[config.mk]
export PLATFORM = sky130hd
export DESIGN_NAME = mmio_top
export DESIGN_NICKNAME = d
export VERILOG_FILES = /design/src/mmio_pkg.sv /design/src/uart_tx.sv /design/src/uart_rx.sv /design/src/mmio_regs.sv /design/src/mmio_top.sv
export VERILOG_INCLUDE_DIRS = /design/src
export SDC_FILE = /design/constraint.sdc
export NUM_CORES = 1
export LEC_CHECK = 0
export ABC_AREA = 1
export BUFFER_PORTS_ARGS = -buffer_cell sky130_fd_sc_hd__clkbuf_2
export CAP_MARGIN = 20
export CORE_AREA = 2 2 129 131
export CTS_CLUSTER_SIZE = 40
export DETAILED_ROUTE_END_ITERATION = 10
export DIE_AREA = 0 0 131 133
export GPL_ROUTABILITY_DRIVEN = 0
export GPL_TIMING_DRIVEN = 1
export MAX_ROUTING_LAYER = met4
export PLACE_DENSITY = 0.84
export SLEW_MARGIN = 40
export SYNTH_ARGS = -nofsm -noshare
export SYNTH_HDL_FRONTEND = slang
export SYNTH_SLANG_ARGS = --single-unit
[constraint.sdc]
create_clock -name clk -period 4.8 [get_ports clk]
set_clock_uncertainty 0.2 [all_clocks]
set_input_delay 0.24 -clock clk [delete_from_list [all_inputs] [get_ports clk]]
set_output_delay 0.24 -clock clk [all_outputs]
set_load 0.005 [all_outputs]
[src/mmio_defs.svh]
`ifndef MMIO_DEFS_SVH
`define MMIO_DEFS_SVH

// width of the decoded register offset
`define MMIO_ADDR_W 16

// register map, low 16 address bits
`define MMIO_HALT      16'h0000
`define MMIO_TO_HOST   16'h0004
`define MMIO_FROM_HOST 16'h0008
`define MMIO_LED       16'h000C
`define MMIO_SEG7      16'h0010
`define MMIO_BTN       16'h0014
`define MMIO_SW        16'h0018
`define MMIO_LFSR      16'h001C
`define MMIO_CPU_FREQ  16'h0020
`define MMIO_BP_HIT    16'h0024
`define MMIO_BP_PRED   16'h0028
`define MMIO_DC_HIT    16'h002C
`define MMIO_DC_ACCESS 16'h0030

// top-level defaults
`define MMIO_CPU_FREQ_DEF 100000000
`define MMIO_BAUD_DEF     1000000

// any nonzero value works, zero would lock up
`define MMIO_LFSR_SEED 32'h1

`endif

[src/mmio_pkg.sv]
`include "mmio_defs.svh"

package mmio_pkg;

  // cpu data port request, one-cycle strobe
  typedef struct packed {
    logic                    en;
    logic                    we;
    logic [`MMIO_ADDR_W-1:0] addr;
    logic [31:0]             wdata;
  } mmio_req_t;

  typedef struct packed {
    logic        valid;
    logic [31:0] rdata;
  } mmio_rsp_t;

  // external performance counters
  typedef struct packed {
    logic [31:0] bp_hit;
    logic [31:0] bp_pred;
    logic [31:0] dc_hit;
    logic [31:0] dc_access;
  } perf_cnt_t;

  typedef struct packed {
    logic        halt;
    logic [15:0] led;
    logic [31:0] seg7;
  } board_out_t;

  typedef enum logic [1:0] {
    TX_IDLE,
    TX_START,
    TX_DATA,
    TX_STOP
  } uart_tx_state_t;

  typedef enum logic [1:0] {
    RX_IDLE,
    RX_START,
    RX_DATA,
    RX_STOP
  } uart_rx_state_t;

endpackage

[src/uart_tx.sv]
`timescale 1ns/10ps

module uart_tx import mmio_pkg::*; #(
  parameter int unsigned CLKS_PER_BIT = 100
) (
  input  logic       clk,
  input  logic       rst,
  input  logic [7:0] data,
  input  logic       start,
  output logic       txd,
  output logic       ready
);

  localparam int CNT_W = $clog2(CLKS_PER_BIT + 1);
  localparam logic [CNT_W-1:0] LAST = CNT_W'(CLKS_PER_BIT - 1);

  uart_tx_state_t   state;
  logic [CNT_W-1:0] cnt;
  logic [2:0]       bit_idx;
  logic [7:0]       shreg;
  logic             bit_end;

  assign bit_end = (cnt == LAST);
  assign ready   = (state == TX_IDLE);

  always_ff @(posedge clk) begin
    if (rst) begin
      state   <= TX_IDLE;
      txd     <= 1'b1;  // line idles high
      cnt     <= '0;
      bit_idx <= '0;
    end else begin
      cnt <= (state == TX_IDLE || bit_end) ? '0 : cnt + 1'b1;
      case (state)
        TX_IDLE: if (start) begin  // start while busy is dropped
          state <= TX_START;
          txd   <= 1'b0;
        end
        TX_START: if (bit_end) begin
          state   <= TX_DATA;
          txd     <= shreg[0];
          bit_idx <= '0;
        end
        TX_DATA: if (bit_end) begin
          if (bit_idx == 3'd7) begin
            state <= TX_STOP;
            txd   <= 1'b1;
          end else begin
            txd     <= shreg[0];
            bit_idx <= bit_idx + 1'b1;
          end
        end
        TX_STOP: if (bit_end) state <= TX_IDLE;
        default: state <= TX_IDLE;
      endcase
    end
  end

  // lsb first, next bit always in shreg[0]
  always_ff @(posedge clk) begin
    if (state == TX_IDLE && start)
      shreg <= data;
    else if (bit_end && (state == TX_START || state == TX_DATA))
      shreg <= {1'b1, shreg[7:1]};
  end

endmodule

[src/uart_rx.sv]
`timescale 1ns/10ps

module uart_rx import mmio_pkg::*; #(
  parameter int unsigned CLKS_PER_BIT = 100
) (
  input  logic       clk,
  input  logic       rst,
  input  logic       rxd,
  output logic [7:0] data,
  output logic       valid
);

  localparam int CNT_W = $clog2(CLKS_PER_BIT + 1);
  localparam logic [CNT_W-1:0] LAST = CNT_W'(CLKS_PER_BIT - 1);
  localparam logic [CNT_W-1:0] HALF = CNT_W'(CLKS_PER_BIT / 2);

  uart_rx_state_t   state;
  logic [1:0]       sync;
  logic             rxd_s;
  logic [CNT_W-1:0] cnt;
  logic [2:0]       bit_idx;
  logic [7:0]       shreg;

  // two-flop synchronizer, resets to idle level
  always_ff @(posedge clk) begin
    if (rst)
      sync <= 2'b11;
    else
      sync <= {sync[0], rxd};
  end
  assign rxd_s = sync[1];

  always_ff @(posedge clk) begin
    if (rst) begin
      state   <= RX_IDLE;
      cnt     <= '0;
      bit_idx <= '0;
      valid   <= 1'b0;
    end else begin
      valid <= 1'b0;
      cnt   <= cnt + 1'b1;
      case (state)
        RX_IDLE: begin
          cnt <= '0;
          if (!rxd_s) state <= RX_START;
        end
        RX_START: if (cnt == HALF) begin  // mid start bit
          cnt     <= '0;
          bit_idx <= '0;
          state   <= rxd_s ? RX_IDLE : RX_DATA;  // glitch, back to idle
        end
        RX_DATA: if (cnt == LAST) begin
          cnt     <= '0;
          bit_idx <= bit_idx + 1'b1;
          if (bit_idx == 3'd7) state <= RX_STOP;
        end
        RX_STOP: if (cnt == LAST) begin
          state <= RX_IDLE;
          valid <= rxd_s;  // no pulse on a bad stop bit
        end
        default: state <= RX_IDLE;
      endcase
    end
  end

  // sample at mid-bit, lsb arrives first
  always_ff @(posedge clk) begin
    if (state == RX_DATA && cnt == LAST)
      shreg <= {rxd_s, shreg[7:1]};
    if (state == RX_STOP && cnt == LAST && rxd_s)
      data <= shreg;
  end

endmodule

[src/mmio_regs.sv]
`timescale 1ns/10ps
`include "mmio_defs.svh"

module mmio_regs import mmio_pkg::*; #(
  parameter int unsigned CPU_FREQ = `MMIO_CPU_FREQ_DEF
) (
  input  logic       clk,
  input  logic       rst,
  input  mmio_req_t  req,
  output mmio_rsp_t  rsp,
  input  logic [4:0] btn,  // {down, right, left, up, center}
  input  logic [15:0] sw,
  input  perf_cnt_t  perf,
  output board_out_t board,
  output logic [7:0] tx_data,
  output logic       tx_start,
  input  logic       tx_ready,
  input  logic [7:0] rx_data,
  input  logic       rx_valid
);

  // galois form of x^32 + x^22 + x^2 + x + 1
  localparam logic [31:0] LFSR_TAPS = 32'h8020_0003;

  logic        wr;
  logic        rd;
  logic        unread;
  logic [7:0]  rx_hold;
  logic [31:0] lfsr;
  logic [31:0] rd_mux;
  logic        rsp_valid;
  logic [31:0] rsp_rdata;

  assign wr = req.en & req.we;
  assign rd = req.en & ~req.we;

  // control and output registers
  always_ff @(posedge clk) begin
    if (rst) begin
      board    <= '0;
      tx_start <= 1'b0;
      unread   <= 1'b0;
    end else begin
      tx_start <= wr && (req.addr == `MMIO_TO_HOST);  // one-cycle pulse
      if (wr) begin
        case (req.addr)
          `MMIO_HALT: board.halt <= 1'b1;  // sticky until reset
          `MMIO_LED:  board.led  <= req.wdata[15:0];
          `MMIO_SEG7: board.seg7 <= req.wdata;
          default: ;
        endcase
      end
      // software ack beats a byte landing in the same cycle
      if (wr && (req.addr == `MMIO_FROM_HOST))
        unread <= 1'b0;
      else if (rx_valid)
        unread <= 1'b1;
    end
  end

  always_ff @(posedge clk) begin
    if (wr && (req.addr == `MMIO_TO_HOST))
      tx_data <= req.wdata[7:0];
    if (rx_valid)
      rx_hold <= rx_data;  // held even if unread is being cleared
  end

  // free-running random source
  always_ff @(posedge clk) begin
    if (rst)
      lfsr <= `MMIO_LFSR_SEED;
    else
      lfsr <= {1'b0, lfsr[31:1]} ^ (lfsr[0] ? LFSR_TAPS : 32'h0);
  end

  always_comb begin
    case (req.addr)
      `MMIO_TO_HOST:   rd_mux = {31'h0, tx_ready};
      `MMIO_FROM_HOST: rd_mux = {~unread, 23'h0, rx_hold};  // bit 31 set = empty
      `MMIO_BTN:       rd_mux = {27'h0, btn};
      `MMIO_SW:        rd_mux = {16'h0, sw};
      `MMIO_LFSR:      rd_mux = lfsr;
      `MMIO_CPU_FREQ:  rd_mux = 32'(CPU_FREQ);
      `MMIO_BP_HIT:    rd_mux = perf.bp_hit;
      `MMIO_BP_PRED:   rd_mux = perf.bp_pred;
      `MMIO_DC_HIT:    rd_mux = perf.dc_hit;
      `MMIO_DC_ACCESS: rd_mux = perf.dc_access;
      default:         rd_mux = 32'h0;
    endcase
  end

  // read response, one cycle after the strobe
  always_ff @(posedge clk) begin
    if (rst)
      rsp_valid <= 1'b0;
    else
      rsp_valid <= rd;
  end

  always_ff @(posedge clk) begin
    if (rd)
      rsp_rdata <= rd_mux;
  end

  assign rsp.valid = rsp_valid;
  assign rsp.rdata = rsp_rdata;

endmodule

[src/mmio_top.sv]
`timescale 1ns/10ps
`include "mmio_defs.svh"

module mmio_top import mmio_pkg::*; #(
  parameter int unsigned CPU_FREQ = `MMIO_CPU_FREQ_DEF,
  parameter int unsigned BAUDRATE = `MMIO_BAUD_DEF
) (
  input  logic       clk,
  input  logic       rst,
  input  mmio_req_t  req,
  output mmio_rsp_t  rsp,
  input  logic       uart_rxd,
  output logic       uart_txd,
  input  logic [4:0] btn,
  input  logic [15:0] sw,
  input  perf_cnt_t  perf,
  output board_out_t board,
  output logic [7:0] rx_data,   // raw byte for the host loader
  output logic       rx_valid
);

  localparam int unsigned CLKS_PER_BIT = CPU_FREQ / BAUDRATE;

  logic [7:0] tx_data;
  logic       tx_start;
  logic       tx_ready;

  mmio_regs #(
    .CPU_FREQ (CPU_FREQ)
  ) u_regs (
    .clk      (clk),
    .rst      (rst),
    .req      (req),
    .rsp      (rsp),
    .btn      (btn),
    .sw       (sw),
    .perf     (perf),
    .board    (board),
    .tx_data  (tx_data),
    .tx_start (tx_start),
    .tx_ready (tx_ready),
    .rx_data  (rx_data),
    .rx_valid (rx_valid)
  );

  uart_tx #(
    .CLKS_PER_BIT (CLKS_PER_BIT)
  ) u_tx (
    .clk   (clk),
    .rst   (rst),
    .data  (tx_data),
    .start (tx_start),
    .txd   (uart_txd),
    .ready (tx_ready)
  );

  uart_rx #(
    .CLKS_PER_BIT (CLKS_PER_BIT)
  ) u_rx (
    .clk   (clk),
    .rst   (rst),
    .rxd   (uart_rxd),
    .data  (rx_data),
    .valid (rx_valid)
  );

endmodule

Word level (Yosys, flattened, before mapping) --
Cells that the tools add are included.
Word-level totals: register bits 184, input port bits 202, output and inout port bits 92, word-level logic and storage cells 126
Operators by class: eq/ne operators 34, reductions and logical operators 27, add/sub/neg operators 4, muxes and demuxes 32, bitwise operators 7
Operator list (count):
- $pmux W32 S10 | 1
- $eq A16 B6 Y1 const B | 5
- $eq A16 B5 Y1 const B | 4
- $eq A16 B4 Y1 const B | 2
- $mux W32 | 1
- $xor A31 B32 Y32 | 1
- $mux W2 | 11
- $pmux W7 S3 | 1
- $ne A2 B1 Y1 const B | 9
- $eq A16 B3 Y1 const B | 1
- $logic_not A16 Y1 | 1
- $mux W8 | 2
- $pmux W2 S4 | 2
- $mux W3 | 5
- $add A7 B1 Y7 const B | 2
- $eq A7 B7 Y1 const B | 2
- $mux W7 | 2
- $pmux W3 S2 | 2
- $reduce_and A5 Y1 | 2
- $eq A2 B2 Y1 const B | 4
- $reduce_and A4 Y1 | 2
- $eq A7 B6 Y1 const B | 1
- $logic_and A1 B1 Y1 | 7
- $add A3 B1 Y3 const B | 2
- other kinds (15) | 32

Longest topological paths before layout --
Gate-level depths: netlist of run 1.
depth after elaboration 5, mapped depth 11, depth with buffers taken out 11

Modules after synthesis --
From an unflattened synthesis of run 1, not the netlist that was laid out.
Unflattened totals: cells, all modules 1104, area total of the unflattened synthesis 8707.1 um2
By module, submodules not included:
- mmio_regs | area each 6376.1 um2, sequential area each 3123.0 um2, instances 1, cells each 852
- uart_rx | area each 1237.4 um2, sequential area each 780.7 um2, instances 1, cells each 116
- uart_tx | area each 1093.5 um2, sequential area each 500.5 um2, instances 1, cells each 136

Least setup slack after synthesis of run 1 --
Ideal clock, no wire load.
kind input to register, start input port req[49] (netlist bit), end register u_regs.rsp_rdata[0], enable pin, setup slack 2.536 ns, library setup time 0.422 ns, required time 4.178 ns, buffers on the path 0, cell stages on the path 2, arrival time 1.643 ns, path through inv_1 -> nor2_1
Between the ends: longest elaborated chain between the ends 1
RTL lines:
- start, declared | line mmio_top.sv:10 | input mmio_req_t req,
- $and A1 B1 Y1 | line mmio_regs.sv:35 | assign rd = req.en & ~req.we;
- named net u_regs.rd | line mmio_regs.sv:26 | logic rd;
- end signal, assigned | line mmio_regs.sv:102 | rsp_rdata <= rd_mux;
- end, declared | line mmio_regs.sv:32 | logic [31:0] rsp_rdata;
The timed path passes the listed nets, and every way through them passes these cells. A chain may end at the register's enable or synchronous reset.

Worst setup path after layout of run 1 --
start input port req[47] (netlist bit), end register u_regs.rsp_rdata[15] (data pin)
Between the ends: longest elaborated chain between the ends 2, elaborated cells on any way between the ends 11, classes of those cells 10 x eq/ne; 1 x mux
RTL lines:
- $eq A16 B6 Y1, or another cell as far along | line mmio_regs.sv:77 | case (req.addr)
- $pmux W32 S10 * | line mmio_regs.sv:77
- named net u_regs.rd_mux[15] | line mmio_regs.sv:30 | logic [31:0] rd_mux;
Mark *: on every way through the listed nets, which the timed path passes. The rest lies on a longest branch.

==> results_dict.tcl, run 1 <==
set metrics [dict create \
    final-setup-viol-count 0 \
    layout.nets 1677 \
    clkLatencyLatePin_ns 0.43 \
    endpoint_kind "flip-flop" \
    p_per_area_nw_per_um2 290 \
    yosys_most_used_dff "dfxtp_1" \
    cp_max_fo 51 \
    final_cell_area_sq_um 11600 \
    ys_seq_elements 184 \
    tightest_slew_ns 0.767 \
    p_leak_nw 5.59 \
    grt_pass1_wl_mm 38.9 \
    root_buffer "clkbuf_16" \
    grt_overflow_total 0 \
    required_ns 4.89 \
    clkTransAtPathRegs_ns 0.07 \
    io_buffers 293 \
    routed_wl_mm 25.2 \
    drcViolationCount 0 \
    synthArstFlopShare_pct 0 \
    hold_viol 0 \
    syn-num-nets 1307 \
    start_util_pct 52.6 \
    synth_edf_count 72 \
    syn_avg_cell_area_sq_um 7.82 \
    grt_pass1_vias 8232 \
    synthTopCellsByArea "dfxtp_1, edfxtp_1, nand2_1" \
    synth.largest_area_cell "dfxtp_1" \
    cts_tree "done" \
    synthCells 1088 \
    slowest_stage "nor2_8" \
    cts.path.max_buffers 2 \
    ir_drop_v 0.000223 \
    fmax_mhz 272 \
    post-route-period-util_pct 76.6 \
    fin_setup_tns_ns 0 \
    synth_top_area_share_pct 26.3 \
    synth-seq-area-share_pct 51.8 \
    fp.coreArea_sq_um 16200 \
    io_pins 294 \
    dpl_cell_area_sq_um 10100 \
    cts_buffers 17 \
    rsz0062_at_grt "false" \
    yosys.cell_count.top_type "nand2_1" \
    die-area_sq_um 17400 \
    num_vias 8545 \
    cpMostUsedCell "nand2_1" \
    yosysWarnings 0 \
    relSlewSlack_pct 48.7 \
    wl_per_cell_um 14.9 \
    area_delta_synth_final_pct 36.1 \
    final_antenna_net_count 0 \
    dr.pass1.iters 6 \
    dp_hpwl_mm 16.4 \
    status "completed" \
    min_period_ns 3.68 \
    clock-sinks 184 \
    cp.arrival_ns 3.77 \
    maxCapViolations 0 \
    synthTopCellsByCount "nand2_1, inv_1, nor2_1, dfxtp_1, edfxtp_1" \
    grt_start_max_net_pins 65 \
    dr.first_iter.drc_count 812 \
    netlist_area_sq_um 8510 \
    vias_per_cell 5.05 \
    cts_max_level 4 \
    num_rows 47 \
    crit_chain "clkbuf_2, nor2_1, nand2_1, nor2_8, nand2_4, inv_2, nand2_1, nand2_1, dlygate4sd3_1, nor2_1, dlygate4sd3_1, nand2_1, dlygate4sd3_1" \
    grtUsageTotal_pct 29.7 \
    path_class "in -> reg" \
    drive_gt1_share_pct 24.1 \
    start_kind "primary input" \
    die_y_um 133 \
    hp-class "in -> reg" \
    cts_resized 0 \
    dieWidth_um 131 \
    report.final.slew_viol_count 0 \
    cpPeakStageDelay_ns 0.62 \
    yosysUniqueCellTypes 35 \
    antenna_found_initial 1 \
]
## flip-flops by register name, summed over array words and instances (netlist names), named ones only
| register | flops |
|---|---|
| u_tx.bit_idx | 3 |
| u_tx.cnt | 7 |
| u_rx.data | 8 |
| u_rx.bit_idx | 3 |
| u_regs.rsp_rdata | 32 |
| u_rx.sync | 2 |
| u_regs.tx_data | 8 |
| u_rx.shreg | 8 |
| u_tx.shreg | 8 |
| u_tx.state | 2 |
| u_tx.txd | 1 |
| u_regs.board | 49 |
| u_regs.lfsr | 32 |
| u_regs.rsp_valid | 1 |
| u_rx.valid | 1 |
| u_rx.cnt | 7 |
| u_rx.state | 1 |
| u_regs.rx_hold | 8 |
| u_regs.tx_start | 1 |
| u_regs.unread | 1 |
## report_power, final
part           switching (W)  total (W)  leakage [nW]  internal (W)
clock network       0.000610    0.00128         0.266      0.000672
registers          0.0000303    0.00169          1.57       0.00166
logic               0.000211   0.000386          3.76      0.000175
## per-stage QoR
step | util, % | cells | setup WS, ns | hold slack [ns] | total power [W]
2_1_floorplan | - | 1088 | 2.54 | 0.118 | 0.00190
3_3_place_gp | 62.2 | 1562 | 2.12 | 0.195 | 0.00204
3_5_place_dp | 62.4 | 1564 | 2.02 | 0.195 | 0.00205
4_1_cts | 71.6 | 1691 | 1.28 | 0.000192 | 0.00336
5_1_grt | 71.6 | 1692 | 0.935 | 0.00788 | 0.00350
6_report | 71.6 | 1692 | 1.12 | 0.0172 | 0.00336
## per-layer routing
metal | vias up | track usage (%) | wire length [um]
li1 | 4161 | - | -
met1 | 3802 | 32.1 | 9360
met2 | 452 | 48.5 | 12300
met3 | 130 | 8.57 | 2220
met4 | 0 | 16.8 | 1350
met5 | - | - | 0
## final cells by class
cell class	instances	area, sq um
fill	1216	4590
multi-input combinational	671	3190
antenna	1	2.50
tap	220	275
clock buffer	20	437
sequential	184	4400
inverter	193	724
timing repair buffer	391	2460
clock inverter	12	91.3
## what timing repair did
item                      CTS  global route
hold buffers               95             0
hold endpoints to repair   88             0
setup buffers               0             0
## worst max-delay path: cells and delay by family
kind	cells	cell delay, ns
simple gates	8	1.47
buf+inv	5	2.05
## worst paths after layout
| kind | cells past startpoint | startpoint | slack, ns | endpoint |
|---|---|---|---|---|
| min | 5 | perf[23] | 0.02 | u_regs.rsp_rdata[23] |
| max | 13 | req[47] | 1.12 | u_regs.rsp_rdata[15] |
| min reg2reg | 1 | u_rx.sync[0] | 0.21 | u_rx.sync[1] |
| max reg2reg | 5 | u_rx.cnt[0] | 2.71 | u_rx.shreg[0] |
## cells in the final DEF, fill, tap and decap left out, types with 2 or more instances in the layout
cell	count
ha_1	17
dfxtp_1	112
nor3_1	12
nand2_1	221
nor2_1	179
o21ai_1	21
o21ai_0	64
clkbuf_2	292
edfxtp_1	72
buf_8	2
inv_2	7
nor3_4	2
clkbuf_1	3
xor2_1	4
nand3_4	2
clkinv_4	2
inv_1	186
a21oi_1	63
nand4_1	35
nand2_2	3
nand3_2	2
clkbuf_16	17
clkinv_2	3
or2_2	4
inv_6	4
inv_4	2
nor2_4	5
nand3_1	26
dlygate4sd3_1	95
## cell families (layout without fill, tap and decap cells)
kind of cell    after synthesis  after routing  share of synthesized area, %
simple gates                498            498                          25.3
flops                       184            184                          51.8
compound gates              151            151                          8.95
fa+ha+maj                    17             17                          2.50
buf+inv                     233            616                          10.9
other cells                   0              1                             0
xor+xnor                      5              5                         0.515
Power figures use the tool's default switching activity.
==> run 2, diff against run 1 <==
- ABC_AREA: 1 -> 0
- PLACE_DENSITY: 0.84 -> 0.8
- clock period: 4.8 -> 3.4 ns (I/O delays scaled with it)
==> results_dict.tcl, run 2 <==
set metrics [dict create \
    status "completed" \
    grt_pass1_wl_mm 36.8 \
    layout.nets 1350 \
    synthTopCellsByCount "dfxtp_1, nand2_1, edfxtp_1, nor2_1, mux2i_1" \
    dp_hpwl_mm 15.7 \
    wl_per_cell_um 17.5 \
    hp-class "in -> reg" \
    synth_edf_count 72 \
    cpPeakStageDelay_ns 0.74 \
    cp_top_family "simple AND/OR/NAND/NOR gates" \
    multi_input_area_sq_um 3260 \
    top_register "u_regs.board" \
    synthTopCellsByArea "dfxtp_1, edfxtp_1, mux2i_1" \
    p_leak_nw 4.88 \
    fp.coreArea_sq_um 16200 \
    relSlewSlack_pct 49.9 \
    cts_resized 0 \
    cts_max_level 4 \
    drive_gt1_share_pct 31.7 \
    report.final.slew_viol_count 0 \
    clkLatencyLatePin_ns 0.42 \
    antenna_found_initial 0 \
    cp.arrival_ns 2.76 \
    ys_seq_elements 184 \
    min_period_ns 2.67 \
    dr.first_iter.drc_count 487 \
    ir_drop_v 0.000320 \
    path_buf_inv 2 \
    post-route-period-util_pct 78.5 \
    synthArstFlopShare_pct 0 \
    hold_viol 0 \
    io_buffers 293 \
    path_class "in -> reg" \
    post_cts_buffers 0 \
    tightest_slew_ns 0.750 \
    largest_reg_flops 49 \
    regArea_sq_um 4400 \
    final-setup-viol-count 0 \
    layout_commonest_cell "clkbuf_2" \
    clock-sinks 184 \
    crit_chain "clkbuf_2, or4b_1, nor2_4, a221oi_1, o21ai_0, dlygate4sd3_1" \
    drcViolationCount 0 \
    dieWidth_um 131 \
    root_buffer "clkbuf_16" \
    cts_tree "done" \
    fillers 1181 \
    endpoint_kind "flip-flop" \
    die-area_sq_um 17400 \
    fin_setup_tns_ns 0 \
    grt_pass1_vias 7369 \
    final_antenna_net_count 0 \
    io_pins 294 \
    start_util_pct 49.0 \
    dr.pass1.iters 5 \
    cts_buffers 17 \
    p_per_area_nw_per_um2 430 \
    start_kind "primary input" \
    syn-num-nets 972 \
    ctsHoldBuffers 99 \
    required_ns 3.49 \
    yosys.cell_count.top_type "dfxtp_1" \
    fmax_mhz 375 \
    netlist_area_sq_um 7920 \
    rsz0062_at_grt "false" \
    syn_avg_cell_area_sq_um 10.5 \
    yosys_most_used_dff "dfxtp_1" \
    num_rows 47 \
    slowest_stage "or4b_1" \
    area_delta_synth_final_pct 41.2 \
    grt_start_max_net_pins 61 \
    vias_per_cell 5.37 \
    die_y_um 133 \
    antenna-diode-count 0 \
    postLayoutCoreUtil_pct 69.1 \
    yosysUniqueCellTypes 53 \
    cp_max_fo 25 \
    final_cell_mix "clkbuf_2, dfxtp_1, nand2_1, dlygate4sd3_1, edfxtp_1" \
    maxCapViolations 0 \
    finalWorstSetupSlack_ns 0.730 \
    synth.largest_area_cell "dfxtp_1" \
    synth_top_area_share_pct 28.3 \
    synth-seq-area-share_pct 55.6 \
    reg_top3 "u_regs.board (49), u_regs.lfsr (32), u_regs.rsp_rdata (32)" \
    num_vias 7328 \
    dpl_worst_slack_ns 0.949 \
    routed_wl_mm 23.9 \
    yosysWarnings 0 \
    grt_overflow_total 0 \
    grtUsageTotal_pct 28.2 \
    cts.path.max_buffers 2 \
    clkTransAtPathRegs_ns 0.07 \
    synthCells 753 \
]
run 2: cell types whose count changed after synthesis, sizes merged, moves of 11 or more:
| cell | delta |
|---|---|
| a22o | +16 |
| nor2 | -114 |
| inv | -183 |
| nor2b | +35 |
| nand2 | -117 |
| a21oi | -19 |
| clkbuf | +11 |
| a22oi | +12 |
| nand4 | -31 |
| o211ai | +12 |
| mux2i | +60 |
| o21ai | -63 |
| nand3 | -17 |
run 2: logic make-up after synthesis:
logic type	Yosys count	synth area share, %
adder cells (fa/ha/maj)	17	2.69
flip-flops	184	55.6
multiplexers	68	8.72
AO/OA/AOI/OAI	144	12.1
buffers and inverters	58	3.41
AND/OR/NAND/NOR	269	16.0
XOR/XNOR	13	1.44
run 2: per-stage QoR:
stage	total power, W	instances	hold slack [ns]	instance area (sq um)
after global routing	0.00496	1364	0.0754	11200
final	0.00481	1364	0.0393	11200
after floorplan	0.00255	753	0.0689	7920
after detailed placement	0.00275	1233	0.157	9560
after CTS	0.00483	1364	0.0466	11200
after global placement	0.00274	1232	0.156	9550
run 2: worst register-to-register path, stage by stage (launching register included):
cell and delay (ns):
dfxtp_1 0.36, inv_1 0.10, ha_1 0.31, mux2_2 0.30, a32oi_1 0.22, a41oi_1 0.15
dlygate4sd3_1 0.57
run 2: routing by layer:
layer | part of all wire, % | vias to the layer above | GRT usage [%]
li1 | - | 3426 | -
met1 | 39 | 3413 | 31.5
met2 | 49 | 392 | 45.3
met3 | 7.7 | 97 | 7.52
met4 | 4.5 | 0 | 15.5
met5 | 0 | - | -
run 2: area by class of cell:
cell class,count,area share [%]
well taps,220,2.46
inverters,10,0.336
flip-flops and latches,184,39.4
clock inverters,10,0.895
clock buffers,22,4.63
multi-input cells,511,29.2
repair buffers,407,23.1
run 2: where the power goes:
part / leakage, nW / internal [W] / switching [W]
combinational: 3.03 / 0.000226 / 0.000204
sequential: 1.55 / 0.00232 / 0.0000262
clock: 0.303 / 0.00117 / 0.000860
run 2: final timing paths:
| kind | start | depth (start not counted) | endpoint | slack (ns) |
|---|---|---|---|---|
| setup / recovery | req[37] | 6 | u_regs.rsp_rdata[19] | 0.73 |
| hold / removal | rst | 2 | u_regs.board[36] | 0.04 |
| setup reg to reg | u_tx.state[0] | 6 | u_regs.rsp_rdata[0] | 0.94 |
| hold reg to reg | u_rx.sync[0] | 1 | u_rx.sync[1] | 0.21 |
